## config.mk

```make
export PLATFORM = sky130hd
export DESIGN_NAME = batchScheduler_flat
export DESIGN_NICKNAME = d
export VERILOG_FILES = /design/src/verilog/surfacePkg.sv /design/src/verilog/groupQueueIf.sv /design/src/verilog/batchScheduler.sv /design/src/flat_wrapper.sv
export SDC_FILE = /design/constraint.sdc
export NUM_CORES = 1
export LEC_CHECK = 0
export BUFFER_PORTS_ARGS = -buffer_cell sky130_fd_sc_hd__buf_2
export CORE_MARGIN = 4
export CORE_UTILIZATION = 40
export CTS_BUF_LIST = sky130_fd_sc_hd__clkbuf_2 sky130_fd_sc_hd__clkbuf_4 sky130_fd_sc_hd__clkbuf_8
export CTS_CLUSTER_SIZE = 10
export DETAILED_ROUTE_END_ITERATION = 8
export GPL_ROUTABILITY_DRIVEN = 1
export SYNTH_ARGS = -nofsm -noshare
export SYNTH_HDL_FRONTEND = slang
export SYNTH_SLANG_ARGS = --single-unit
```

## constraint.sdc

```tcl
create_clock -name clk -period 28.7 [get_ports clk]
set_input_delay 2.87 -clock clk [delete_from_list [all_inputs] [get_ports clk]]
set_output_delay 2.87 -clock clk [all_outputs]
set_load 0.05 [all_outputs]
```

## src/verilog/surfacePkg.sv

```systemverilog
package surfacePkg;

    // --------------------------------------------------
    // Fixed point and vectors
    // --------------------------------------------------

    // Q16.16 values
    localparam int FRAC_WIDTH = 16;

    typedef logic signed [31:0] fixedT;

    typedef struct packed {
        fixedT x;
        fixedT y;
        fixedT z;
    } vec3T;

    typedef struct packed {
        logic [7:0] r;
        logic [7:0] g;
        logic [7:0] b;
    } rgb8T;

    // Largest positive distance, i.e. no hit yet
    localparam fixedT FIXED_MAX = 32'h7fff_ffff;

    // --------------------------------------------------
    // Primitive indexing
    // --------------------------------------------------

    localparam int PRIM_INDEX_WIDTH = 12;
    localparam int COUNT_WIDTH = 8;

    typedef logic [PRIM_INDEX_WIDTH-1:0] primIndexT;
    typedef logic [COUNT_WIDTH-1:0] primCountT;

    // Batch bounds while no batch is active
    localparam primIndexT NULL_PRIM = '1;

    typedef enum logic [1:0] {
        stNone,
        stDiffuse,
        stMirror,
        stGround
    } surfaceTypeT;

    // --------------------------------------------------
    // Ground texture
    // --------------------------------------------------

    // First global primitive is the ground plane
    localparam primIndexT GROUND_PRIM = 12'd0;

    // Checker cell of 16 units along x and z
    localparam int CHECKER_SHIFT = FRAC_WIDTH + 4;

endpackage
```

## src/verilog/groupQueueIf.sv

```systemverilog
`timescale 1ns/1ns

// Scheduler to primitive group queue
interface groupQueueIf;
    import surfacePkg::*;

    logic clear;
    logic leafValid;
    logic pop;
    logic empty;
    primIndexT headStart;
    primCountT headCount;

    modport scheduler (
        output clear,
        output leafValid,
        output pop,
        input  empty,
        input  headStart,
        input  headCount
    );

    modport queue (
        input  clear,
        input  leafValid,
        input  pop,
        output empty,
        output headStart,
        output headCount
    );
endinterface


```

## src/verilog/batchScheduler.sv

```systemverilog
`timescale 1ns/1ns

module batchScheduler #(
    parameter int TEST_UNIT = 4
) (
    input  logic clk,
    input  logic resetn,
    input  logic rayValid,
    input  logic traversalDone,
    input  logic outFull,
    input  logic leafValid,
    input  surfacePkg::vec3T rayOrigin,
    input  surfacePkg::vec3T rayDir,
    input  logic [9:0] pixelX,
    input  logic [9:0] pixelY,
    output logic rayFull,
    output logic traverseStart,
    output logic traverseRestart,
    output logic outValid,
    output logic done,
    output surfacePkg::vec3T curOrigin,
    output surfacePkg::vec3T curDir,
    output logic [9:0] curX,
    output logic [9:0] curY,
    output surfacePkg::primIndexT startPrimitive,
    output surfacePkg::primIndexT endPrimitive,
    groupQueueIf.scheduler q
);
    import surfacePkg::*;

    typedef enum logic [1:0] {
        sInit,
        sSurfacing,
        sDone
    } stateT;

    // Group counts are padded up to whole test units
    localparam logic [COUNT_WIDTH:0] UNIT_MASK = (COUNT_WIDTH + 1)'(TEST_UNIT - 1);
    localparam primIndexT UNIT_STEP = PRIM_INDEX_WIDTH'(TEST_UNIT);

    stateT state;
    primIndexT startIdx;
    primIndexT alignedEnd;
    primIndexT realEnd;
    logic batchPending;
    logic takeRay;
    logic enteringDone;
    logic [COUNT_WIDTH:0] alignedCount;

    // One-entry input buffer
    vec3T bufOrigin;
    vec3T bufDir;
    logic [9:0] bufX;
    logic [9:0] bufY;

    assign batchPending = (startIdx != alignedEnd);
    assign takeRay = (state == sInit) && rayFull;
    assign enteringDone = (state == sSurfacing) && !batchPending && q.empty && traversalDone;
    assign done = (state == sDone) || enteringDone;
    assign alignedCount = ((COUNT_WIDTH + 1)'(q.headCount) + UNIT_MASK) & ~UNIT_MASK;

    // --------------------------------------------------
    // Queue control
    // --------------------------------------------------

    assign q.clear = takeRay;
    assign q.leafValid = leafValid && (state == sSurfacing);
    assign q.pop = (state == sSurfacing) && !batchPending && !q.empty;

    assign startPrimitive = startIdx;
    assign endPrimitive = realEnd;

    always_ff @(posedge clk or negedge resetn) begin
        if (!resetn) begin
            rayFull <= 1'b0;
        end else if (rayValid && !rayFull) begin
            rayFull <= 1'b1;
        end else if (takeRay) begin
            rayFull <= 1'b0;
        end
    end

    always_ff @(posedge clk) begin
        if (rayValid && !rayFull) begin
            bufOrigin <= rayOrigin;
            bufDir <= rayDir;
            bufX <= pixelX;
            bufY <= pixelY;
        end
        if (takeRay) begin
            curOrigin <= bufOrigin;
            curDir <= bufDir;
            curX <= bufX;
            curY <= bufY;
        end
    end

    // --------------------------------------------------
    // Surfacing FSM
    // --------------------------------------------------

    always_ff @(posedge clk or negedge resetn) begin
        if (!resetn) begin
            state <= sInit;
            traverseStart <= 1'b0;
            traverseRestart <= 1'b0;
            outValid <= 1'b0;
            startIdx <= NULL_PRIM;
            alignedEnd <= NULL_PRIM;
            realEnd <= NULL_PRIM;
        end else begin
            traverseStart <= 1'b0;
            traverseRestart <= 1'b0;
            outValid <= 1'b0;
            case (state)
                sInit: begin
                    if (takeRay) begin
                        traverseStart <= 1'b1;
                        state <= sSurfacing;
                    end
                end
                sSurfacing: begin
                    if (batchPending) begin
                        startIdx <= startIdx + UNIT_STEP;
                    end else if (!q.empty) begin
                        // Next group from the head of the queue
                        startIdx <= q.headStart;
                        realEnd <= q.headStart + primIndexT'(q.headCount);
                        alignedEnd <= q.headStart + primIndexT'(alignedCount);
                    end else if (traversalDone) begin
                        startIdx <= NULL_PRIM;
                        alignedEnd <= NULL_PRIM;
                        realEnd <= NULL_PRIM;
                        state <= sDone;
                    end
                end
                sDone: begin
                    // Hold the record while downstream is full
                    if (!outFull) begin
                        outValid <= 1'b1;
                        traverseRestart <= 1'b1;
                        state <= sInit;
                    end
                end
                default: begin
                    state <= sInit;
                end
            endcase
        end
    end
endmodule

```

## src/flat_wrapper.sv

```systemverilog
// flat-port wrapper written by rule: the top's interface ports become plain ports
module batchScheduler_flat import surfacePkg::*;
#(
    parameter int TEST_UNIT = 4
)
  (clk, resetn, rayValid, traversalDone, outFull, leafValid, rayOrigin, rayDir, pixelX, pixelY, rayFull, traverseStart, traverseRestart, outValid, done, curOrigin, curDir, curX, curY, startPrimitive, endPrimitive, q_clear, q_leafValid, q_pop, q_empty, q_headStart, q_headCount);
  groupQueueIf q_i ();
  input  logic clk;
  input  logic resetn;
  input  logic rayValid;
  input  logic traversalDone;
  input  logic outFull;
  input  logic leafValid;
  input  surfacePkg::vec3T rayOrigin;
  input  surfacePkg::vec3T rayDir;
  input  logic [9:0] pixelX;
  input  logic [9:0] pixelY;
  output logic rayFull;
  output logic traverseStart;
  output logic traverseRestart;
  output logic outValid;
  output logic done;
  output surfacePkg::vec3T curOrigin;
  output surfacePkg::vec3T curDir;
  output logic [9:0] curX;
  output logic [9:0] curY;
  output surfacePkg::primIndexT startPrimitive;
  output surfacePkg::primIndexT endPrimitive;
  output wire logic [$bits(q_i.clear)-1:0] q_clear;
  output wire logic [$bits(q_i.leafValid)-1:0] q_leafValid;
  output wire logic [$bits(q_i.pop)-1:0] q_pop;
  input wire logic [$bits(q_i.empty)-1:0] q_empty;
  input wire logic [$bits(q_i.headStart)-1:0] q_headStart;
  input wire logic [$bits(q_i.headCount)-1:0] q_headCount;
  assign q_clear = q_i.clear;
  assign q_leafValid = q_i.leafValid;
  assign q_pop = q_i.pop;
  assign q_i.empty = q_empty;
  assign q_i.headStart = q_headStart;
  assign q_i.headCount = q_headCount;
  batchScheduler #(.TEST_UNIT(TEST_UNIT)) u_core (.clk(clk), .resetn(resetn), .rayValid(rayValid), .traversalDone(traversalDone), .outFull(outFull), .leafValid(leafValid), .rayOrigin(rayOrigin), .rayDir(rayDir), .pixelX(pixelX), .pixelY(pixelY), .rayFull(rayFull), .traverseStart(traverseStart), .traverseRestart(traverseRestart), .outValid(outValid), .done(done), .curOrigin(curOrigin), .curDir(curDir), .curX(curX), .curY(curY), .startPrimitive(startPrimitive), .endPrimitive(endPrimitive), .q(q_i));
endmodule
```

==> summary.txt, run 1 <==
Gp weighted congestion = 0.808
Die footprint = 42,200 um^2
Remaining DRCs = 0
Syn nets = 992
Pin count of the biggest net entering global routing = 75
CTS tree = yes
Post-cts resize count = 0
Sequential Area = 13,800 um^2
Synth Cell Area = 15,600 um^2
Total CTS buffers = 76
Top cell type's share of synthesized area = 0.818
Yosys reg bits = 465
Required @ worst endpoint = 25.83 ns
Crit end category = output port
Worst rel slew slack = 0.313
Leak = 0.00770 uW
DP HPWL = 26,900 um
Seq pwr share = 0.498
Initial DRC count = 381
Synth top area cells = edfxtp_1, dfstp_2, xor2_1
Final setup fails = 0
Sw frac = 0.304
Site row count = 72
Root buffer cell = clkbuf_8
Critical path type = in -> out
WL/cell = 19.8 um
Yosys warnings = 0
Part of the power in combinational logic = 0.186
Multi-input gate area = 1650 um^2
Die width = 205 um
Final period utilization = 0.246
DR vias/cell = 4.58
Max Clock Freq = 142 MHz
Hold buffers post-CTS = 0
GRT overflow = 0
VDD IR-drop max = 0.0000563 V
Fraction of layout cells with a size suffix above 1 = 0.495
Vias in the first global route = 8,610
Sw power = 549 uW
Die H = 205 um
Pwr dens = 89.5 nW/um^2
All-Layer GR Usage = 0.167
Min Hold Slack = 0.412 ns
Max-slew violations = 0
Min Tclk post-route = 7.06 ns
Mean Syn Cell Area = 21.2 um^2
Worst min-delay path class = reg -> reg
Synth-to-layout area growth = 29.5%
Clock transition at the registers of the reported paths = 0.06 ns
Status = completed
CP startpoint kind = input pin
Max FO, Critical Path = 17
Clock Skew = 0.0261 ns
Cells after Synth = 735
Core Region = 38,600 um^2
Least-Margin Pin Slew = 1.03 ns
Final antenna-violating net count = 0
Share of flip-flops with an asynchronous set or reset = 0.0882
Top FF cell, synth = edfxtp_1
Crit path arrival time = 4.19 ns
TritonRoute pass-1 iters = 4
CTS Sinks = 465
Hold Fails Final Rpt = 0
Initial antenna violation count = 11
Routed Wire Length = 37,100 um
IO Port Bufs = 482
Total power = 1800 uW
Starting Density = 0.404
Clk pwr share = 0.315
Skew-Pair Late Insertion Delay = 0.60 ns
DR vias = 8,566
EDFF count, synth = 424
H-tree depth = 3
First-pass GRT wire length = 52,300 um
Filler instances = 3,262
Synth unique cells = 53
I/O pins = 483
Cell Int Power = 1260 uW
Post-CTS setup buffers = 0
CTS max path bufs = 3
Max Cap Violations = 0
Nets = 1,548
Biggest area consumer among synthesized cells = edfxtp_1
Final setup TNS = 0 ns
Sequential area share after synthesis = 0.886
RSZ-0062 raised after global routing = no
## registers in the layout, indices dropped and copies added (netlist names), 2 cells and up
register               count
u_core.bufX               10
u_core.alignedEnd         12
u_core.curX               10
u_core.bufDir             96
u_core.curY               10
u_core.curOrigin          96
u_core.endPrimitive       12
u_core.startPrimitive     12
u_core.state               2
u_core.curDir             96
u_core.bufY               10
u_core.bufOrigin          96
## through the flow
step	std cells	instance area, um^2	util	setup WS (ns)
after floorplan	735	15600	-	8.53
after global placement	1731	18600	0.483	21.66
after detailed placement	1731	18600	0.483	21.63
after CTS	1865	20100	0.522	21.63
after global routing	1869	20200	0.523	21.58
final	1872	20200	0.523	21.64
## cell usage after synthesis (5+ instances only)
cell / number
nand3_1: 9
ha_1: 16
nand2_1: 22
xor2_1: 24
a21oi_1: 23
nand2b_1: 6
o31ai_1: 5
dfrtp_1: 5
nor2b_1: 6
xnor2_1: 9
dfstp_2: 36
edfxtp_1: 424
a21oi_2: 14
nor2_1: 45
o21ai_0: 14
inv_1: 11
## metal layers
layer / part of all wire / global-route usage / up-vias
met5: 0.0020 / 0 / -
met4: 0.027 / 0.0737 / 12
met3: 0.10 / 0.0673 / 75
met2: 0.49 / 0.272 / 368
met1: 0.38 / 0.197 / 4145
li1: - / - / 3966
## cells in the final DEF (no fill, tap or decap), drive strengths merged, types with 3 or more instances in the layout
cell type	instances
nor3b	3
nor2	45
clkbuf	102
diode	7
o21ai	16
nand2	22
bufinv	4
o31ai	5
o22a	4
ha	16
or3	3
xnor2	9
edfxtp	424
clkinv	25
nor3	7
clkinvlp	4
nand3	9
o21a	3
nor2b	6
buf	490
nor4	3
a21oi	37
dfstp	36
xor2	24
nand2b	6
dfrtp	5
inv	11
## critical path: stages
cell and delay [ns]:
buf_2 0.21, or3_4 0.46, clkinv_2 0.30, buf_2 0.34
## cells by family (layout without fill, tap and decap cells)
logic type               Yosys count  count (layout)  share of synthesized area
flip-flops                       465             465                      0.886
buffers and inverters             24             636                    0.00827
other                              0               7                          0
AND/OR/NAND/NOR                  112             112                     0.0357
XOR/XNOR                          33              33                     0.0186
adder cells (fa/ha/maj)           18              18                     0.0154
AO/OA/AOI/OAI                     83              83                     0.0357
## power by group through the flow
stage	clock, uW	sequential (uW)	combinational, uW
after floorplan	0	1120	81.1
after global placement	0	909	340
after detailed placement	0	914	340
after CTS	588	901	341
after global routing	623	908	357
final	569	899	336
## final timing paths
| check | startpoint | end | slack, ns | cells past startpoint |
|---|---|---|---|---|
| setup / recovery | q_empty | q_pop | 21.64 | 4 |
| setup reg to reg | u_core.rayFull$_DFFE_PN0P_ | u_core.curOrigin[95]$_DFFE_PP_ | 25.42 | 3 |
| hold / removal | u_core.bufDir[37]$_DFFE_PP_ | u_core.curDir[37]$_DFFE_PP_ | 0.41 | 0 |
| max in group asynchronous | resetn | u_core.state[0]$_DFFE_PN0P_ | 25.67 | 1 |
| hold reg to reg | u_core.bufDir[37]$_DFFE_PP_ | u_core.curDir[37]$_DFFE_PP_ | 0.41 | 0 |
| min in group asynchronous | resetn | u_core.traverseStart$_DFF_PN0_ | 2.44 | 1 |
## area by class of cell
cell class                      count  area share
Timing Repair Buffer              490       0.123
Tap cell                          518      0.0321
Sequential cell                   465       0.685
Clock buffer                      102      0.0625
Clock inverter                     32      0.0129
Inverter                           12     0.00230
Multi-Input combinational cell    246      0.0820
Antenna cell                        7    0.000869
(Power assumes the default switching activity.)
==> run 2, diff against run 1 <==
--- a/config.mk
+++ b/config.mk
@@ -12,6 +12,7 @@
 export CTS_CLUSTER_SIZE = 10
 export DETAILED_ROUTE_END_ITERATION = 8
 export GPL_ROUTABILITY_DRIVEN = 1
+export PLACE_DENSITY = 0.67
 export SYNTH_ARGS = -nofsm -noshare
 export SYNTH_HDL_FRONTEND = slang
 export SYNTH_SLANG_ARGS = --single-unit
==> constraint.sdc (replaced) <==
create_clock -name clk -period 5.89 [get_ports clk]
set_input_delay 0.589 -clock clk [delete_from_list [all_inputs] [get_ports clk]]
set_output_delay 0.589 -clock clk [all_outputs]
set_load 0.05 [all_outputs]
==> run 2 against run 1 <==
  * Flip-flop and latch count is the same
  * Power grew to 4.8 times the previous value
  * Clock skew increased by 0.0010 ns
  * Design area fell by 0.14%
  * Sequential share of layout area rose by 0.10 points
  * Non-clock buffer count is 2 lower
  * Via count down 0.57%
  * Critical path type is now reg -> out
  * Largest power group unchanged
  * Highest routed layer unchanged
==> summary.txt, run 2 (synthesized netlist as in run 1, its figures left out) <==
Max Cap Violations = 0 (unchanged)
Gp weighted congestion = 0.840 (+4.0%)
VDD IR-drop max = 0.000254 V (+350%)
First-pass GRT wire length = 50,300 um (-3.8%)
Die H = 205 um (unchanged)
IO Port Bufs = 482 (unchanged)
Max-slew violations = 0 (unchanged)
Min Hold Slack = 0.129 ns (-0.283 ns)
CP startpoint kind = flip-flop
CP max stage cell = dfstp_2
Nets = 1,547 (-0.065%)
TritonRoute pass-1 iters = 7 (+3)
Max Clock Freq = 281 MHz
GRT overflow = 0 (unchanged)
Worst rel slew slack = 0.283 (-0.0297)
Worst reg2reg path depth = 7 (+4)
Status = completed
Most frequent cells in the layout = buf_2, edfxtp_1, clkbuf_8
Critical path type = reg -> out
Site row count = 72 (unchanged)
Fraction of layout cells with a size suffix above 1 = 0.490 (-0.00486)
Final antenna-violating net count = 0 (unchanged)
Starting Density = 0.404 (unchanged)
Crit path cell chain = xor2_1, nor4_1, nand3_1, buf_4, or3_4, clkinv_2, buf_2
Hold buffers post-CTS = 0 (unchanged)
Final period utilization = 0.605
Skew-Pair Late Insertion Delay = 0.62 ns (+0.02 ns)
Routed Wire Length = 35,800 um (-3.6%)
Core Region = 38,600 um^2 (unchanged)
Min Tclk post-route = 3.56 ns
Remaining DRCs = 0 (unchanged)
Most common cell after layout, fill and taps aside = buf_2
RSZ-0062 raised after global routing = no
Critical Path Max Stage Delay = 0.59 ns (+0.13 ns)
CTS tree = yes
Vias in the first global route = 8,576 (-0.39%)
Crit path arrival time = 2.98 ns (-1.21 ns)
Crit end category = output port
Die footprint = 42,200 um^2 (unchanged)
DR vias = 8,517 (-0.57%)
Die width = 205 um (unchanged)
Synth-to-layout area growth = 29.3%
Root buffer cell = clkbuf_8
Post-cts resize count = 0 (unchanged)
Max FO, Critical Path = 30 (+13)
Worst min-delay path class = in -> async
DP HPWL = 25,400 um (-5.6%)
Leak = 0.00767 uW (-0.43%)
DR vias/cell = 4.57 (about the same)
Required @ worst endpoint = 5.30 ns (-20.53 ns)
H-tree depth = 3 (unchanged)
Pin count of the biggest net entering global routing = 139 (+85%)
Final Instance Area = 20,100 um^2 (-0.14%)
Pwr dens = 434 nW/um^2 (+390%)
CTS max path bufs = 3 (unchanged)
Total CTS buffers = 77 (+1.3%)
Hold Fails Final Rpt = 0 (unchanged)
Initial DRC count = 495 (+30%)
All-Layer GR Usage = 0.160 (-0.00772)
Dpl cell area = 18,600 um^2 (about the same)
I/O pins = 483 (unchanged)
WL/cell = 19.2 um (-3.1%)
Clock Skew = 0.0271 ns (+0.00102 ns)
Post-CTS setup buffers = 0 (unchanged)
CTS Sinks = 465 (unchanged)
Least-Margin Pin Slew = 1.07 ns (+0.0443 ns)
Clock transition at the registers of the reported paths = 0.06 ns (about the same)
Final setup fails = 0 (unchanged)
Initial antenna violation count = 7 (-4)
## run 2: final cells by class
cell class                 instances  area [um^2]
fill                            3173        18400
sequential                       465        13800
timing repair buffer             488         2480
multi-input combinational        246         1660
clock buffer                      93         1190
tap                              518          648
clock inverter                    38          298
inverter                          12         46.3
antenna                            3         7.51
## run 2: per-layer routing
metal | share of wire | GRT usage | up-vias
met3 | 0.11 | 0.0692 | 78
met1 | 0.37 | 0.188 | 4090
met2 | 0.50 | 0.265 | 381
met5 | 0.0021 | 0 | -
li1 | - | - | 3958
met4 | 0.026 | 0.0533 | 10
## run 2: worst paths after layout
check                                                           from                          endpoint  slack, ns
worst max-delay path            u_core.startPrimitive[4]$_DFFE_PN1P_                             q_pop       2.33
worst min-delay path                                          resetn       u_core.state[0]$_DFFE_PN0P_       0.13
worst max register to register  u_core.startPrimitive[4]$_DFFE_PN1P_  u_core.alignedEnd[4]$_DFFE_PN1P_       3.23
worst min register to register           u_core.bufDir[46]$_DFFE_PP_       u_core.curDir[46]$_DFFE_PP_       0.39
max in group asynchronous                                     resetn        u_core.rayFull$_DFFE_PN0P_       5.13
min in group clk                                          rayDir[38]       u_core.bufDir[38]$_DFFE_PP_       0.14
## run 2: power breakdown
part	switching, uW	total [uW]	leakage [uW]	internal (uW)
clock network	1210	2720	0.000759	1510
logic	1310	1650	0.00263	335
registers	153	4380	0.00428	4220
## run 2: critical path, delay by kind of cell, from the launching register on
| kind | cells | cell delay (ns) |
|---|---|---|
| buf+inv | 3 | 0.88 |
| simple gates | 3 | 0.80 |
| flops | 1 | 0.59 |
| xor+xnor | 1 | 0.09 |
## run 2: through the flow
stage	TNS, ns	worst slack [ns]	total power [uW]	instances	utilization
after global placement	0	2.97	6080	1729	0.483
after global routing	0	2.11	9140	1861	0.522
final	0	2.33	8740	1863	0.522
after detailed placement	0	2.91	6110	1729	0.483
after CTS	0	2.26	8870	1860	0.522
after floorplan	-333.15	-0.973	5690	735	-
==> run 3, diff against run 2 <==
--- a/config.mk
+++ b/config.mk
@@ -5,6 +5,7 @@
 export SDC_FILE = /design/constraint.sdc
 export NUM_CORES = 1
 export LEC_CHECK = 0
+export ABC_AREA = 1
 export BUFFER_PORTS_ARGS = -buffer_cell sky130_fd_sc_hd__buf_2
 export CORE_MARGIN = 4
 export CORE_UTILIZATION = 40
==> constraint.sdc (replaced) <==
create_clock -name clk -period 2.9 [get_ports clk]
set_input_delay 0.29 -clock clk [delete_from_list [all_inputs] [get_ports clk]]
set_output_delay 0.29 -clock clk [all_outputs]
set_load 0.05 [all_outputs]
==> run 3 against run 2 <==
  * Count of clock-buffer cells in the layout grew 3
  * Synthesized area grew 4.1%
  * Critical path depth is the same
  * Worst hold slack lost 0.055 ns
  * Critical endpoint unchanged
  * Sequential power grew 100%
  * Clock power grew 100%
  * Clock skew grew 0.00054 ns
  * Combinational power grew 120%
  * First-iteration DRC count grew 51%
  * Design area grew 14%
==> summary.txt, run 3 <==
Status = completed
Worst min-delay path endpoint = u_core.state[1]$_DFFE_PN0P_
Least-Margin Pin Slew = 0.689 ns (-0.383 ns)
Multi-input gate area = 2070 um^2 (+25%)
Synth Cell Area = 16,200 um^2 (+4.1%)
First-pass GRT wire length = 67,200 um (+34%)
Required @ worst endpoint = 2.61 ns (-2.69 ns)
Worst rel slew slack = 0.541 (+0.258)
Die H = 209 um (+2.0%)
Core Region = 39,900 um^2 (+3.5%)
Crit path arrival time = 2.38 ns (-0.60 ns)
Max FO, Critical Path = 8 (-73%)
Worst reg2reg path depth = 10 (+3)
Synth-to-layout area growth = 42.0%
Yosys reg bits = 465 (unchanged)
Most frequent cells in the layout = buf_2, edfxtp_1, nand2_1
Final setup fails = 0 (unchanged)
Site row count = 73 (+1.4%)
Mean Syn Cell Area = 16.7 um^2 (-21%)
CP max stage cell = dfstp_2
Nets = 2,003 (+29%)
Filler instances = 3,039 (-4.2%)
TritonRoute pass-1 iters = 7 (unchanged)
GRT overflow = 0 (unchanged)
Synth unique cells = 34 (-36%)
Pwr dens = 777 nW/um^2 (+79%)
Clock transition at the registers of the reported paths = 0.06 ns (about the same)
Root buffer cell = clkbuf_8
Cell Int Power = 12,300 uW (+100%)
CTS Sinks = 465 (unchanged)
Total CTS buffers = 77 (unchanged)
EDFF count, synth = 424 (unchanged)
VDD IR-drop max = 0.000436 V (+72%)
DR vias/cell = 4.57 (about the same)
Cells after Synth = 970 (+32%)
Hold_sp = traversalDone
Remaining DRCs = 0 (unchanged)
Final setup TNS = 0 ns (unchanged)
Starting Density = 0.406 (+0.00241)
Max-slew violations = 0 (unchanged)
Max Cap Violations = 0 (unchanged)
All-Layer GR Usage = 0.201 (+0.0418)
Sw power = 5640 uW (+110%)
Routed Wire Length = 45,400 um (+27%)
I/O pins = 483 (unchanged)
Synth top area cells = edfxtp_1, dfstp_2, nand2_1
RSZ-0062 raised after global routing = no
IO Port Bufs = 482 (unchanged)
DP HPWL = 29,800 um (+17%)
Skew-Pair Late Insertion Delay = 0.61 ns (about the same)
Final period utilization = 0.922
WL/cell = 19.4 um (+1.0%)
Gp weighted congestion = 0.889 (+5.8%)
CP startpoint kind = flip-flop
WHS Path Cells = 3
CTS max path bufs = 3 (unchanged)
RR Startpoint = u_core.startPrimitive[7]$_DFFE_PN1P_
Max Clock Freq = 374 MHz
CTS tree = yes
Initial antenna violation count = 9 (+2)
Worst min-delay path class = in -> reg
Top FF cell, synth = edfxtp_1
Clock Skew = 0.0276 ns (+0.000537 ns)
Critical path type = reg -> out
Vias in the first global route = 11,300 (+31%)
Critical Path Max Stage Delay = 0.61 ns (+0.02 ns)
Final antenna-violating net count = 0 (unchanged)
Sequential area share after synthesis = 0.851 (-0.0352)
Commonest cells post-synth = edfxtp_1, nand2_1, inv_1
Clk pwr share = 0.306 (-0.005)
Core Util, Final = 0.577 (+0.0549)
Crit end category = output port
Pin count of the biggest net entering global routing = 121 (-13%)
Die width = 209 um (+2.0%)
Syn nets = 1,227 (+24%)
Top cell type's share of synthesized area = 0.785 (-0.0325)
Yosys warnings = 0 (unchanged)
Min Tclk post-route = 2.67 ns
Crit path cell chain = nand2_1, nand2_1, nand2_1, nor2_2, nand3_4, nor3_1, buf_2
Reg2reg setup slack = 0.99 ns (-2.24 ns)
Sw frac = 0.315 (+0.00940)
Most common cell after layout, fill and taps aside = buf_2
Sequential Area = 13,800 um^2 (unchanged)
Seq pwr share = 0.489 (-0.012)
R2R Path End = u_core.alignedEnd[6]$_DFFE_PN1P_
H-tree depth = 3 (unchanged)
DR vias = 10,700 (+26%)
Part of the power in combinational logic = 0.205 (+0.017)
Fraction of layout cells with a size suffix above 1 = 0.376 (-0.114)
Share of flip-flops with an asynchronous set or reset = 0.0882 (unchanged)
Initial DRC count = 748 (+51%)
Count leader, synth = edfxtp_1
Die footprint = 43,800 um^2 (+4.0%)
Most frequent CP cell = nand2_1
Leak = 0.00940 uW (+23%)
Hold Fails Final Rpt = 0 (unchanged)
Biggest area consumer among synthesized cells = edfxtp_1
==> run 3: cell types whose count changed in the layout (fill, tap and decap cells not counted), moves of 7 or more <==
cell | previous run | this run
nand2_1 | 22 | 245
dlygate4sd3_1 | 0 | 216
inv_1 | 11 | 64
nand3_1 | 9 | 57
a21oi_1 | 23 | 6
a21oi_2 | 14 | 0
nor2_1 | 45 | 33
xor2_1 | 24 | 12
o21ai_0 | 14 | 3
or2_2 | 1 | 12
xnor2_1 | 9 | 1
clkinv_2 | 5 | 12
==> run 3: layout make-up <==
cell class,count,area share
Clock buffer,96,0.0533
Antenna cell,7,0.000761
Sequential cell,465,0.599
Timing Repair Buffer,711,0.206
Tap cell,525,0.0285
Multi-Input combinational cell,420,0.0901
Clock inverter,43,0.0100
Inverter,71,0.0117
==> run 3: cells by family after synthesis <==
| kind of cell | Yosys count | share of synthesized area |
|---|---|---|
| AOI/OAI and AO/OA | 16 | 0.00656 |
| xor gates and xnor gates | 14 | 0.00802 |
| adders and majority gates | 18 | 0.0148 |
| buffers and inverters | 85 | 0.0217 |
| DFF | 465 | 0.851 |
| and+or+nand+nor | 372 | 0.0978 |
==> run 3: how the worst max path moves through the flow <==
| stage | start | to | slack, ns | cells after the start |
|---|---|---|---|---|
| 2_1_floorplan | u_core.rayFull$_DFFE_PN0P_ | u_core.curDir[0]$_DFFE_PP_ | -1.56 | 2 |
| 3_3_place_gp | q_headCount[1] | u_core.alignedEnd[11]$_DFFE_PN1P_ | 0.39 | 19 |
| 3_5_place_dp | q_headCount[1] | u_core.alignedEnd[11]$_DFFE_PN1P_ | 0.44 | 18 |
| 4_1_cts | u_core.startPrimitive[7]$_DFFE_PN1P_ | done | 0.17 | 9 |
| 5_1_grt | u_core.startPrimitive[7]$_DFFE_PN1P_ | done | 0.04 | 9 |
| 6_report | u_core.startPrimitive[7]$_DFFE_PN1P_ | q_pop | 0.23 | 7 |
==> run 3: repair_timing <==
| item | 4_1_cts | 5_1_grt |
|---|---|---|
| gates resized for setup | 2 | 0 |
| endpoints found under the setup margin | 1 | 0 |
| setup buffers | 2 | 0 |
| hold buffers | 216 | 0 |
| hold endpoints to repair | 221 | 0 |
==> run 3: through the flow <==
step	hold slack [ns]	power, uW	cell area [um^2]	instances	worst slack, ns
floorplan	-0.00559	11300	16200	970	-1.56
global placement	0.357	12200	19400	1974	0.389
detailed placement	0.368	12300	19400	1974	0.444
CTS	0.0114	18000	23000	2331	0.169
global route	0.0409	18700	23000	2338	0.0356
finish	0.0742	17900	23000	2338	0.226
==> run 3: critical path: cells and delay by family, from the launching register on <==
family | cells | cell delay [ns]
simple gates | 6 | 0.82
flops | 1 | 0.61
buf+inv | 1 | 0.34
==> run 3: power by group through the flow <==
stage / registers [uW] / clock network (uW) / logic, uW
finish: 8750 / 5480 / 3660
global route: 8820 / 5990 / 3930
CTS: 8730 / 5570 / 3680
detailed placement: 8860 / 0 / 3430
global placement: 8820 / 0 / 3410
floorplan: 10200 / 0 / 1100
==> run 3: layer usage <==
layer  part of all wire  routed length, um  GRT usage
met4              0.024               1100     0.0698
met3              0.085               3860     0.0625
met5            0.00044                 20          0
met2               0.50              22700      0.340
met1               0.39              17700      0.248
